==> src/boot_reg_pkg.sv <==
// Register map of the boot control block; write-only, one fuse word, unused addresses ignored
package boot_reg_pkg;

    // Register address and data widths
    parameter int REG_AW = 4;
    parameter int REG_DW = 32;

    // Register addresses
    parameter logic [REG_AW-1:0] ADDR_FUSE_DATA = 4'h0;
    parameter logic [REG_AW-1:0] ADDR_FUSE_DONE = 4'h1;
    parameter logic [REG_AW-1:0] ADDR_CTRL      = 4'h2;
    parameter logic [REG_AW-1:0] ADDR_WAIT_CFG  = 4'h3;

    // Control view of a write word, bit 0 requests a firmware-update reset
    // Bit 1 is the debug breakpoint and bit 2 the continue bit
    typedef struct packed {
        logic [28:0] rsvd;
        logic        cont;
        logic        brkpoint;
        logic        fw_update_rst;
    } boot_ctrl_bits_t;

    // Configuration view of a write word, the low byte is the wait length in cycles
    typedef struct packed {
        logic [23:0] rsvd;
        logic [7:0]  wait_cycles;
    } boot_wait_cfg_t;

    // One write word, decoded by address as raw data, control bits or wait configuration
    typedef union packed {
        logic [REG_DW-1:0] raw;
        boot_ctrl_bits_t   ctrl;
        boot_wait_cfg_t    cfg;
    } boot_reg_word_u;

endpackage

==> src/boot_pkg.sv <==
// Boot sequencer state type and defaults; the state encoding is fixed at three bits
package boot_pkg;

    // Width of the boot state register, fixed by the five-state encoding
    parameter int BOOT_STATE_W = 3;

    // Default width of the firmware-update wait counter
    // The register block stores an eight-bit count, so wider counters only zero-extend it
    parameter int WAIT_W = 8;

    // Boot FSM states
    // BOOT_IDLE is held while the reset window is open
    // BOOT_FUSE accepts fuse writes until fuse-done has been observed
    // BOOT_FW_RST asserts the microcontroller reset for a firmware update
    // BOOT_WAIT runs the timed wait and honours the debug breakpoint
    // BOOT_DONE is the normal running state with both resets released
    typedef enum logic [BOOT_STATE_W-1:0] {
        BOOT_IDLE   = 3'd0,
        BOOT_FUSE   = 3'd1,
        BOOT_FW_RST = 3'd2,
        BOOT_WAIT   = 3'd3,
        BOOT_DONE   = 3'd4
    } boot_state_e;

    // Encodings 5 to 7 are unused and recover to BOOT_IDLE in the FSM

endpackage
==> src/boot_ctrl_if.sv <==
// Controls between register block and boot FSM; carries no clock, both sides share clk
interface boot_ctrl_if #(
    parameter int WAIT_W = boot_pkg::WAIT_W
) ();

    // Sticky fuse-done flag, kept across warm reset
    logic              fuse_done;
    // Fuse-done write seen since the last warm reset
    logic              fuse_wr_done_observed;
    // One-cycle firmware-update reset request
    logic              fw_update_rst;
    // Debug breakpoint and continue bits
    logic              brkpoint;
    logic              cont;
    // Configured length of the firmware-update wait
    logic [WAIT_W-1:0] wait_cycles;

    // FSM is in fuse loading, fuse data writes are allowed
    logic              ready_for_fuses;
    // Reset-domain-crossing window, register writes are held off
    logic              rdc_clk_dis;

    // Register block side
    modport regs (
        output fuse_done, fuse_wr_done_observed, fw_update_rst, brkpoint, cont, wait_cycles,
        input  ready_for_fuses, rdc_clk_dis
    );

    // Boot FSM side
    modport fsm (
        input  fuse_done, fuse_wr_done_observed, fw_update_rst, brkpoint, cont, wait_cycles,
        output ready_for_fuses, rdc_clk_dis
    );

endinterface

==> src/boot_ctrl_top.sv <==
// Boot sequencer top; register writes are accepted only while reg_ready is high
module boot_ctrl_top #(
    parameter int WAIT_W = boot_pkg::WAIT_W
) (
    input  logic                            clk,
    input  logic                            cptra_pwrgood,
    input  logic                            cptra_rst_b,
    input  logic                            reg_valid,
    input  logic [boot_reg_pkg::REG_AW-1:0] reg_addr,
    input  logic [boot_reg_pkg::REG_DW-1:0] reg_wdata,
    output logic                            reg_ready,
    output logic                            ready_for_fuses,
    output boot_pkg::boot_state_e           boot_state,
    output logic                            noncore_rst_b,
    output logic                            uc_rst_b,
    output logic                            iccm_unlock,
    output logic                            fw_upd_rst_executed,
    output logic                            rdc_clk_dis,
    output logic                            fw_update_rst_window,
    output logic [boot_reg_pkg::REG_DW-1:0] fuse_word
);

    // Controls shared by the register block and the FSM
    boot_ctrl_if #(.WAIT_W(WAIT_W)) ctrl_if ();

    // FSM status that also leaves the block as plain ports
    assign ready_for_fuses = ctrl_if.ready_for_fuses;
    assign rdc_clk_dis     = ctrl_if.rdc_clk_dis;

    boot_regs #(.WAIT_W(WAIT_W)) regs_i (
        .clk           (clk),
        .cptra_pwrgood (cptra_pwrgood),
        .cptra_rst_b   (cptra_rst_b),
        .reg_valid     (reg_valid),
        .reg_addr      (reg_addr),
        .reg_wdata     (reg_wdata),
        .reg_ready     (reg_ready),
        .fuse_word     (fuse_word),
        .ctrl          (ctrl_if.regs)
    );

    boot_fsm #(.WAIT_W(WAIT_W)) fsm_i (
        .clk                  (clk),
        .cptra_pwrgood        (cptra_pwrgood),
        .cptra_rst_b          (cptra_rst_b),
        .ctrl                 (ctrl_if.fsm),
        .boot_state           (boot_state),
        .noncore_rst_b        (noncore_rst_b),
        .uc_rst_b             (uc_rst_b),
        .iccm_unlock          (iccm_unlock),
        .fw_upd_rst_executed  (fw_upd_rst_executed),
        .fw_update_rst_window (fw_update_rst_window)
    );

endmodule

==> src/boot_fsm.sv <==
// Boot FSM with reset generation; cptra_rst_b must be low whenever cptra_pwrgood is low
module boot_fsm #(
    parameter int WAIT_W = boot_pkg::WAIT_W
) (
    input  logic                 clk,
    input  logic                 cptra_pwrgood,
    input  logic                 cptra_rst_b,
    boot_ctrl_if.fsm             ctrl,
    output boot_pkg::boot_state_e boot_state,
    output logic                 noncore_rst_b,
    output logic                 uc_rst_b,
    output logic                 iccm_unlock,
    output logic                 fw_upd_rst_executed,
    output logic                 fw_update_rst_window
);

    boot_pkg::boot_state_e state_next;

    // Reset release requests from the FSM, before synchronization
    logic noncore_rel;
    logic uc_rel;

    // First synchronizer stage of each generated reset
    logic sync_noncore_rst_b;
    logic sync_uc_rst_b;

    // Wait timer controls and the unlock request
    logic              wait_load;
    logic              wait_dec;
    logic [WAIT_W-1:0] wait_cnt;
    logic              unlock_next;
    logic              fw_exec_set;

    // Reset window and its two delayed copies
    logic rst_window;
    logic rst_window_f;
    logic rst_window_ff;

    // Register writes and clocks of the other domains are held off across the window
    assign ctrl.rdc_clk_dis = rst_window_f | rst_window_ff;

    // Marks the span in which only the microcontroller reset is asserted
    assign fw_update_rst_window = (boot_state == boot_pkg::BOOT_FW_RST)
                                | (boot_state == boot_pkg::BOOT_WAIT);

    always_comb begin
        state_next           = boot_state;
        ctrl.ready_for_fuses = 1'b0;
        noncore_rel          = 1'b0;
        uc_rel               = 1'b0;
        wait_load            = 1'b0;
        wait_dec             = 1'b0;
        unlock_next          = 1'b0;
        fw_exec_set          = 1'b0;
        case (boot_state)
            boot_pkg::BOOT_IDLE: begin
                // Leave once the delayed reset window has closed
                if (!rst_window_f) begin
                    state_next = boot_pkg::BOOT_FUSE;
                end
            end
            boot_pkg::BOOT_FUSE: begin
                ctrl.ready_for_fuses = 1'b1;
                // A breakpoint keeps the core in reset through the wait state
                if (ctrl.fuse_done && ctrl.fuse_wr_done_observed) begin
                    state_next = ctrl.brkpoint ? boot_pkg::BOOT_WAIT : boot_pkg::BOOT_DONE;
                end
            end
            boot_pkg::BOOT_FW_RST: begin
                noncore_rel = 1'b1;
                wait_load   = 1'b1;
                // Move on once the core reset has reached the first synchronizer stage
                if (!sync_uc_rst_b) begin
                    state_next = boot_pkg::BOOT_WAIT;
                end
            end
            boot_pkg::BOOT_WAIT: begin
                noncore_rel = 1'b1;
                wait_dec    = 1'b1;
                // The ICCM unlocks only at the end of the reset flow
                if ((wait_cnt == '0) && !(ctrl.brkpoint && !ctrl.cont)) begin
                    state_next  = boot_pkg::BOOT_DONE;
                    unlock_next = 1'b1;
                end
            end
            boot_pkg::BOOT_DONE: begin
                noncore_rel = 1'b1;
                uc_rel      = 1'b1;
                if (ctrl.fw_update_rst) begin
                    state_next  = boot_pkg::BOOT_FW_RST;
                    fw_exec_set = 1'b1;
                end
            end
            default: begin
                state_next = boot_pkg::BOOT_IDLE;
            end
        endcase
    end

    // State, reset synchronizers and delayed window copies in the power-good domain
    always_ff @(posedge clk or negedge cptra_pwrgood) begin
        if (!cptra_pwrgood) begin
            boot_state          <= boot_pkg::BOOT_IDLE;
            sync_noncore_rst_b  <= 1'b0;
            sync_uc_rst_b       <= 1'b0;
            noncore_rst_b       <= 1'b0;
            uc_rst_b            <= 1'b0;
            fw_upd_rst_executed <= 1'b0;
            rst_window_f        <= 1'b1;
            rst_window_ff       <= 1'b1;
        end
        else begin
            // An open window forces the FSM back to idle
            boot_state         <= rst_window_f ? boot_pkg::BOOT_IDLE : state_next;
            sync_noncore_rst_b <= noncore_rel;
            sync_uc_rst_b      <= uc_rel;
            noncore_rst_b      <= sync_noncore_rst_b;
            // The core leaves reset only when neither reset holds it
            uc_rst_b           <= sync_noncore_rst_b & sync_uc_rst_b;
            // Sticky, so firmware can tell a firmware-update reset from a warm one
            if (fw_exec_set) begin
                fw_upd_rst_executed <= 1'b1;
            end
            rst_window_f  <= rst_window;
            rst_window_ff <= rst_window_f;
        end
    end

    // Window source, wait timer and unlock pulse in the warm-reset domain
    always_ff @(posedge clk or negedge cptra_rst_b) begin
        if (!cptra_rst_b) begin
            rst_window  <= 1'b1;
            wait_cnt    <= '0;
            iccm_unlock <= 1'b0;
        end
        else begin
            rst_window  <= 1'b0;
            iccm_unlock <= unlock_next;
            if (wait_dec && (wait_cnt != '0)) begin
                wait_cnt <= wait_cnt - WAIT_W'(1);
            end
            else if (wait_load) begin
                wait_cnt <= ctrl.wait_cycles;
            end
        end
    end

endmodule

==> src/boot_regs.sv <==
// Write-only boot registers; writes stall while rdc_clk_dis is high, no read path exists
module boot_regs #(
    parameter int WAIT_W = boot_pkg::WAIT_W
) (
    input  logic                            clk,
    input  logic                            cptra_pwrgood,
    input  logic                            cptra_rst_b,
    input  logic                            reg_valid,
    input  logic [boot_reg_pkg::REG_AW-1:0] reg_addr,
    input  logic [boot_reg_pkg::REG_DW-1:0] reg_wdata,
    output logic                            reg_ready,
    output logic [boot_reg_pkg::REG_DW-1:0] fuse_word,
    boot_ctrl_if.regs                       ctrl
);

    // Write data seen through its decoded views
    boot_reg_pkg::boot_reg_word_u wr_word;

    // Accepted write and its per-address strobes
    logic wr_en;
    logic fuse_data_wr;
    logic fuse_done_wr;
    logic ctrl_wr;
    logic cfg_wr;

    assign wr_word = boot_reg_pkg::boot_reg_word_u'(reg_wdata);

    // Writes wait out the reset-domain-crossing window so no flop is
    // updated while the clocks of the other domain are disabled
    assign reg_ready = ~ctrl.rdc_clk_dis;
    assign wr_en     = reg_valid & reg_ready;

    // Fuse data is only taken while the FSM is loading fuses and before fuse-done,
    // which locks the word for the rest of the power cycle
    assign fuse_data_wr = wr_en & (reg_addr == boot_reg_pkg::ADDR_FUSE_DATA)
                        & ctrl.ready_for_fuses & ~ctrl.fuse_done;

    // Bit 0 of the fuse-done register carries the done flag
    assign fuse_done_wr = wr_en & (reg_addr == boot_reg_pkg::ADDR_FUSE_DONE)
                        & wr_word.raw[0];

    assign ctrl_wr = wr_en & (reg_addr == boot_reg_pkg::ADDR_CTRL);
    assign cfg_wr  = wr_en & (reg_addr == boot_reg_pkg::ADDR_WAIT_CFG);

    // Fuse state lives in the power-good domain and survives warm reset
    always_ff @(posedge clk or negedge cptra_pwrgood) begin
        if (!cptra_pwrgood) begin
            fuse_word      <= '0;
            ctrl.fuse_done <= 1'b0;
        end
        else begin
            if (fuse_data_wr) begin
                fuse_word <= wr_word.raw;
            end
            // Sticky until the next power-good reset
            if (fuse_done_wr) begin
                ctrl.fuse_done <= 1'b1;
            end
        end
    end

    // Control bits live in the warm-reset domain
    always_ff @(posedge clk or negedge cptra_rst_b) begin
        if (!cptra_rst_b) begin
            ctrl.fuse_wr_done_observed <= 1'b0;
            ctrl.fw_update_rst         <= 1'b0;
            ctrl.brkpoint              <= 1'b0;
            ctrl.cont                  <= 1'b0;
            ctrl.wait_cycles           <= '0;
        end
        else begin
            // After a warm reset fuse_done is still set, so the FSM waits
            // for a fresh fuse-done write before leaving fuse loading
            if (fuse_done_wr) begin
                ctrl.fuse_wr_done_observed <= 1'b1;
            end
            // Self-clearing request, high for exactly one cycle per write
            ctrl.fw_update_rst <= ctrl_wr & wr_word.ctrl.fw_update_rst;
            if (ctrl_wr) begin
                ctrl.brkpoint <= wr_word.ctrl.brkpoint;
                ctrl.cont     <= wr_word.ctrl.cont;
            end
            if (cfg_wr) begin
                ctrl.wait_cycles <= WAIT_W'(wr_word.cfg.wait_cycles);
            end
        end
    end

endmodule

==> config.mk <==
export PLATFORM = sky130hd
export DESIGN_NAME = boot_ctrl_top
export DESIGN_NICKNAME = d
export VERILOG_FILES = /design/src/boot_reg_pkg.sv /design/src/boot_pkg.sv /design/src/boot_ctrl_if.sv /design/src/boot_ctrl_top.sv /design/src/boot_fsm.sv /design/src/boot_regs.sv
export SDC_FILE = /design/constraint.sdc
export NUM_CORES = 1
export LEC_CHECK = 0
export BUFFER_PORTS_ARGS = -buffer_cell sky130_fd_sc_hd__buf_2
export CAP_MARGIN = 20
export CORE_MARGIN = 2
export CORE_UTILIZATION = 55
export DETAILED_ROUTE_END_ITERATION = 7
export PLACE_DENSITY_LB_ADDON = 0.3
export RECOVER_POWER = 50
export SYNTH_ARGS = -nofsm -noshare
export SYNTH_HDL_FRONTEND = slang
export SYNTH_SLANG_ARGS = --single-unit
==> constraint.sdc <==
create_clock -name clk -period 3 [get_ports clk]
set_clock_uncertainty 0.2 [all_clocks]
set_input_delay 0.45 -clock clk [delete_from_list [all_inputs] [get_ports clk]]
set_output_delay 0.45 -clock clk [all_outputs]
set_load 0.1 [all_outputs]
[Word-level counts from Yosys, hierarchy flattened]
Index checks and enable logic that the tools add are counted.
Word-level totals
  flip-flop bits (word level): 65
  input port bits: 40
  output and inout bits: 43
  word-level logic and storage cells: 75
Cells by class
  $add $sub $neg: 1
  equality and inequality tests: 11
  muxes and demuxes: 18
  bitwise gates (word level): 14
  reduce and logical (&&, ||, !) cells: 13
Operators with widths (number)
  two-way mux 3 bit: 6
  two-way mux 8 bit: 2
  one-hot mux 3 bit (5 select lines): 1
  AND 1 bit: 10
  two-way mux 1 bit: 9
  == test 4 x 2 -> 1 bit (second input constant): 2
  zero test 8 bit: 1
  nonzero test 8 bit: 1
  subtractor 8 x 1 -> 8 bit (second input constant): 1
  == test 3 x 2 -> 1 bit (second input constant): 2
  != test 3 x 2 -> 1 bit (second input constant): 2
  == test 4 x 1 -> 1 bit (second input constant): 1
  logical AND 1 bit: 4
  zero test 4 bit: 1
  AND reduction 4 bit: 1
  == test 3 x 1 -> 1 bit (second input constant): 1
  == test 3 bit (second input constant): 1
  zero test 3 bit: 1
  != test 3 x 1 -> 1 bit (second input constant): 1
  != test 3 bit (second input constant): 1
  OR reduction 3 bit: 1
  zero test 1 bit: 2
  NOT 1 bit: 2
  bitwise OR 1 bit: 2
  nonzero test 2 bit: 1

[Logic depth before layout (Yosys ltp)]
  word-level depth: 7
  mapped depth: 7
  gate-level depth less buffers: 6

[Hierarchy]
A second synthesis with hierarchy kept.
Second synthesis, totals
  cell total of the unflattened synthesis: 202
  area total of the unflattened synthesis: 2892.8 µm²
By module, submodules not included
  boot_regs: instances 1, cells each 102, area an instance 1851.8 µm², sequential area each 1126.1 µm²
  boot_fsm: instances 1, cells each 100, area an instance 1041.0 µm², sequential area each 504.2 µm²

[Least setup slack after synthesis]
Ideal clock, no wire load.
  path kind: register to register
  start point: register fsm_i.boot_state[0]
  end point: register regs_i.fuse_word[0] (netlist bit)
  library setup time: 0.126 ns
  arrival: 3.544 ns
  required time: 2.674 ns
  path slack: -0.871 ns
  stages on the path, launching flop included: 8
  buffers on the path: 3
  clock period less this slack: 3.871 ns
  cell sequence: dfrtp_1 -> buf_2 -> nand2b_1 -> nor2_1 -> and4b_1 -> buf_6 -> buf_12 -> mux2_4
Between the ends
  cells in the longest elaborated chain, start to end: 4
Ends and longest elaborated chain
  start, declared: line boot_fsm.sv:9  | output boot_pkg::boot_state_e boot_state,
  start signal, assigned: line boot_fsm.sv:103  | boot_state <= boot_pkg::BOOT_IDLE;
  start signal, assigned: line boot_fsm.sv:114  | boot_state <= rst_window_f ? boot_pkg::BOOT_IDLE : state_next;
  == test 3 x 1 -> 1 bit: line boot_fsm.sv:55  | case (boot_state)
  two-way mux 1 bit: line boot_fsm.sv:55
  net ready_for_fuses: line boot_ctrl_top.sv:12  | output logic ready_for_fuses,
  AND 1 bit (2 in series): line boot_regs.sv:36  | & ctrl.ready_for_fuses & ~ctrl.fuse_done;
  end signal, assigned: line boot_regs.sv:53  | fuse_word <= wr_word.raw;
  end, declared: line boot_regs.sv:12  | output logic [boot_reg_pkg::REG_DW-1:0] fuse_word,
The timed path passes the listed nets, and every way through them passes these cells.
A chain may end at the register's enable or synchronous reset.

[Worst setup path after layout]
  start point: register fsm_i.rst_window_f
  end point: register regs_i.fuse_word[0] (netlist bit)
Between the ends
  cells in the longest elaborated chain, start to end: 6
Ends and longest elaborated chain
  start, declared: line boot_fsm.sv:36  | logic rst_window_f;
  start signal, assigned: line boot_fsm.sv:124  | rst_window_f <= rst_window;
  bitwise OR 1 bit: line boot_fsm.sv:40  | assign ctrl.rdc_clk_dis = rst_window_f | rst_window_ff;
  NOT 1 bit: line boot_regs.sv:30  | assign reg_ready = ~ctrl.rdc_clk_dis;
  AND 1 bit: line boot_regs.sv:31  | assign wr_en = reg_valid & reg_ready;
  AND 1 bit: line boot_regs.sv:35  | assign fuse_data_wr = wr_en & (reg_addr == boot_reg_pkg::ADDR_FUSE_DATA)
  AND 1 bit (2 in series): line boot_regs.sv:36
No other way between the ends.

==> summary.txt <==
Status
  – Status: finished clean

STA
  – Tcrit/Tclk final: 78.3%
  – Fmax achieved: 0.426 GHz
  – Worst relative slew slack: 20.7%
  – Final-report hold violation count: 0
  – RSZ-0062 raised after global routing: no
  – Post-Route Setup TNS: 0 ps
  – Final Setup Violations: 0
  – Measured slew at the worst slew-check pin: 1200 ps
  – Max Slew Vio Count: 0
  – Min Tclk post-route: 2350 ps

Floorplanning
  – Initial core utilization: 56.5%
  – Die area: 5800 um2
  – Die H: 76.2 um
  – I/O pin total: 83
  – Die Wd: 76.2 um
  – Cell Rows: 26
  – Area of the core: 5070 um2

Logic synthesis
  – Synth Net Count: 248
  – Fraction of registers with async set/reset: 100%
  – Post-synthesis mux area share: 20.4%
  – Syn Std Cell Area: 2870 um2
  – Simple-Gate Fraction of Synth Area: 11.3%
  – Top FF cell, synth: dfrtp_1
  – #FFs+latches synth: 65
  – Mean post-synth cell area: 13.9 um2
  – Distinct cells, synth: 50
  – Number of flops mapped to enable cells by yosys: 0
  – Synth Area in Compound Gates: 6.02%
  – Gate Count Post-Synth: 206
  – Sequential area share after synthesis: 56.9%
  – Main combinational cell family by area after synthesis: multiplexers
  – Synth Area in Adders: 0.873%
  – Synth Warn #: 0
  – Synth Area in XOR/XNOR: 0%

Route
  – Vias per cell: 5.23
  – Routed wire length: 5460 um
  – 1st-pass router iterations: 4
  – DRC Markers: 0
  – DR vias: 1926
  – Initial DRC Count: 101
  – Antenna Nets Post-Route: 0
  – DR WL/cell: 14.8 um

Clock tree
  – Max Root-Sink Buffers: 2
  – Number of buffers created by CTS: 9
  – H-tree Lvls: 3
  – CTS clk-pin slew, worst paths: 60 ps
  – CTS tree: done
  – Hold-fix buffers, CTS: 1
  – CTS root buf: clkbuf_8
  – Clock Latency Late Sink: 320 ps
  – Post-CTS Setup Repair Bufs: 0
  – Post-CTS Resized: 0
  – CTS sink count: 65

Power
  – Leakage: 1.84 nW
  – Power per standard cell area: 624 nW/um2
  – Fraction of power spent switching nets: 33.6%
  – Sequential Power Share: 45.4%
  – Clock share of power: 31.9%
  – Max VDD drop: 0.386 mV
  – Cell internal pwr: 1.44 mW
  – Combinational power share: 22.6%
  – Sw Pwr: 0.729 mW

Finish
  – Ant diodes: 0
  – Fill count: 393
  – Cell area after layout: 3480 um2
  – Share of cells above drive strength 1: 46.6%
  – Final Core Density: 68.6%
  – Area growth from synthesis to layout: 21.5%
  – Final Net Count: 335

Critical path
  – Setup crit end kind: flip-flop
  – Slowest-stage cell, CP: and4b_2
  – Worst setup SP type: flip-flop
  – CP delay by family, top: simple AND/OR/NAND/NOR gates
  – Slowest Stage Delay on Critical Path: 540 ps
  – Crit path DAT: 2360 ps
  – CP cell instances: nor2_1, and3_1, and4b_2, buf_12, mux2_4
  – Crit path max fanout: 20
  – Worst Path Required: 3010 ps
  – Kind of critical path: reg2reg
  – Buffers & Inverters on Critical Path: 1

Global route
  – Overflow after GRT: 0
  – Largest net degree at the start of global routing: 44
  – Global-route wire length before repair: 9170 um
  – Vias in the first global route: 1934
  – Initial antenna violation count: 0
  – All-Layer GR Usage: 20.4%

Min path
  – Worst min path class: in2async

Place
  – Hpwl dp: 4010 um
  – GP Congestion: 0.847
  – Dpl cell area: 3300 um2
  – # port buffers: 82

Job
  – Max-Cap Viols: 0
## power by group through the flow
stage	clock (mW)	combinational, mW	sequential, mW
2_1_floorplan	0	0.126	1.26
3_3_place_gp	0	0.491	1.00
3_5_place_dp	0	0.497	1.00
4_1_cts	0.710	0.498	0.988
5_1_grt	0.759	0.515	0.996
6_report	0.693	0.492	0.987
## cells in the mapped netlist, drive strengths merged (2+ instances only)
master | number | area share, %
a21oi | 5 | 0.87
a31oi | 2 | 0.44
and3 | 3 | 0.83
buf | 7 | 3.0
dfrtp | 62 | 54
dfstp | 3 | 2.8
ha | 2 | 0.87
inv | 9 | 1.2
mux2 | 42 | 20
nand2 | 6 | 0.79
nand2b | 5 | 1.1
nand3 | 3 | 0.52
nand3b | 3 | 0.79
nor2 | 19 | 2.6
nor3b | 3 | 0.79
nor4 | 4 | 1.4
## cell type report
| class | instances | area, um2 | share of cell area [%] |
|---|---|---|---|
| Clock buffer | 10 | 128 | 3.67 |
| Multi-Input combinational cell | 124 | 1110 | 32.0 |
| Timing Repair Buffer | 84 | 429 | 12.3 |
| Tap cell | 70 | 87.6 | 2.52 |
| Inverter | 9 | 33.8 | 0.970 |
| Clock inverter | 6 | 58.8 | 1.69 |
| Sequential cell | 65 | 1630 | 46.9 |
## cells by family (layout without fill, tap and decap cells)
kind of cell / after synthesis / after routing
adder cells (fa/ha/maj): 2 / 2
flip-flops: 65 / 65
multiplexers: 42 / 42
buffers and inverters: 17 / 109
AO/OA/AOI/OAI: 23 / 23
other: 1 / 1
AND/OR/NAND/NOR: 56 / 56
## flip-flops by register name, summed over array words and instances, names as in the netlist
signal	count
regs_i.fuse_word	32
fsm_i.wait_cnt	8
regs_i.ctrl.wait_cycles	8
fsm_i.boot_state	3
fsm_i.fw_upd_rst_executed	1
fsm_i.iccm_unlock	1
fsm_i.noncore_rst_b	1
fsm_i.rst_window	1
fsm_i.rst_window_f	1
fsm_i.rst_window_ff	1
fsm_i.sync_noncore_rst_b	1
fsm_i.sync_uc_rst_b	1
fsm_i.uc_rst_b	1
regs_i.ctrl.brkpoint	1
regs_i.ctrl.cont	1
regs_i.ctrl.fuse_done	1
regs_i.ctrl.fuse_wr_done_observed	1
regs_i.ctrl.fw_update_rst	1
## metal layers
| metal | global-route usage, % | vias to the layer above | share of wire [%] |
|---|---|---|---|
| met5 | 0 | - | 0 |
| met4 | 10.4 | 0 | 1.4 |
| li1 | - | 904 | - |
| met2 | 32.9 | 56 | 50 |
| met3 | 3.91 | 9 | 4.5 |
| met1 | 26.6 | 957 | 44 |
## worst paths after layout
kind / end / slack [ps] / from / cells past startpoint
worst min-delay path: fsm_i.boot_state[0] / 70 / cptra_pwrgood / 1
worst max-delay path: regs_i.fuse_word[0] / 650 / fsm_i.rst_window_f / 5
worst min register to register: fsm_i.noncore_rst_b / 170 / fsm_i.sync_noncore_rst_b / 0
max in group asynchronous: regs_i.ctrl.fuse_wr_done_observed / 1230 / cptra_rst_b / 2
min in group clk: regs_i.fuse_word[8] / 150 / reg_wdata[8] / 2
worst max register to register: regs_i.fuse_word[0] / 650 / fsm_i.rst_window_f / 5
## metrics by stage
stage | hold slack (ps) | cells | total power [mW] | setup slack (ps)
after detailed placement | 157 | 351 | 1.50 | 691
after floorplan | -45.6 | 206 | 1.39 | 174
final | 67.2 | 368 | 2.17 | 651
after CTS | 82.6 | 368 | 2.20 | 695
after global placement | 146 | 351 | 1.49 | 726
after global routing | 133 | 368 | 2.27 | 551
## cells in the final DEF (no fill, tap or decap), types with 2 or more instances in the layout
master    synthesis  routed
a21oi_1           5       5
a31oi_1           2       2
and3_1            2       3
buf_2             3      73
clkbuf_1          1      10
clkbuf_8          0       9
clkinv_2          0       4
dfrtp_1          62      61
dfstp_2           3       2
ha_1              2       2
inv_1             9       9
mux2_2           12      12
mux2_4           30      30
nand2_1           6       6
nand2b_1          5       5
nand3_1           3       3
nand3b_1          3       3
nor2_1           18      18
nor3b_1           3       3
nor4_1            3       3
(Power assumes the default switching activity.)
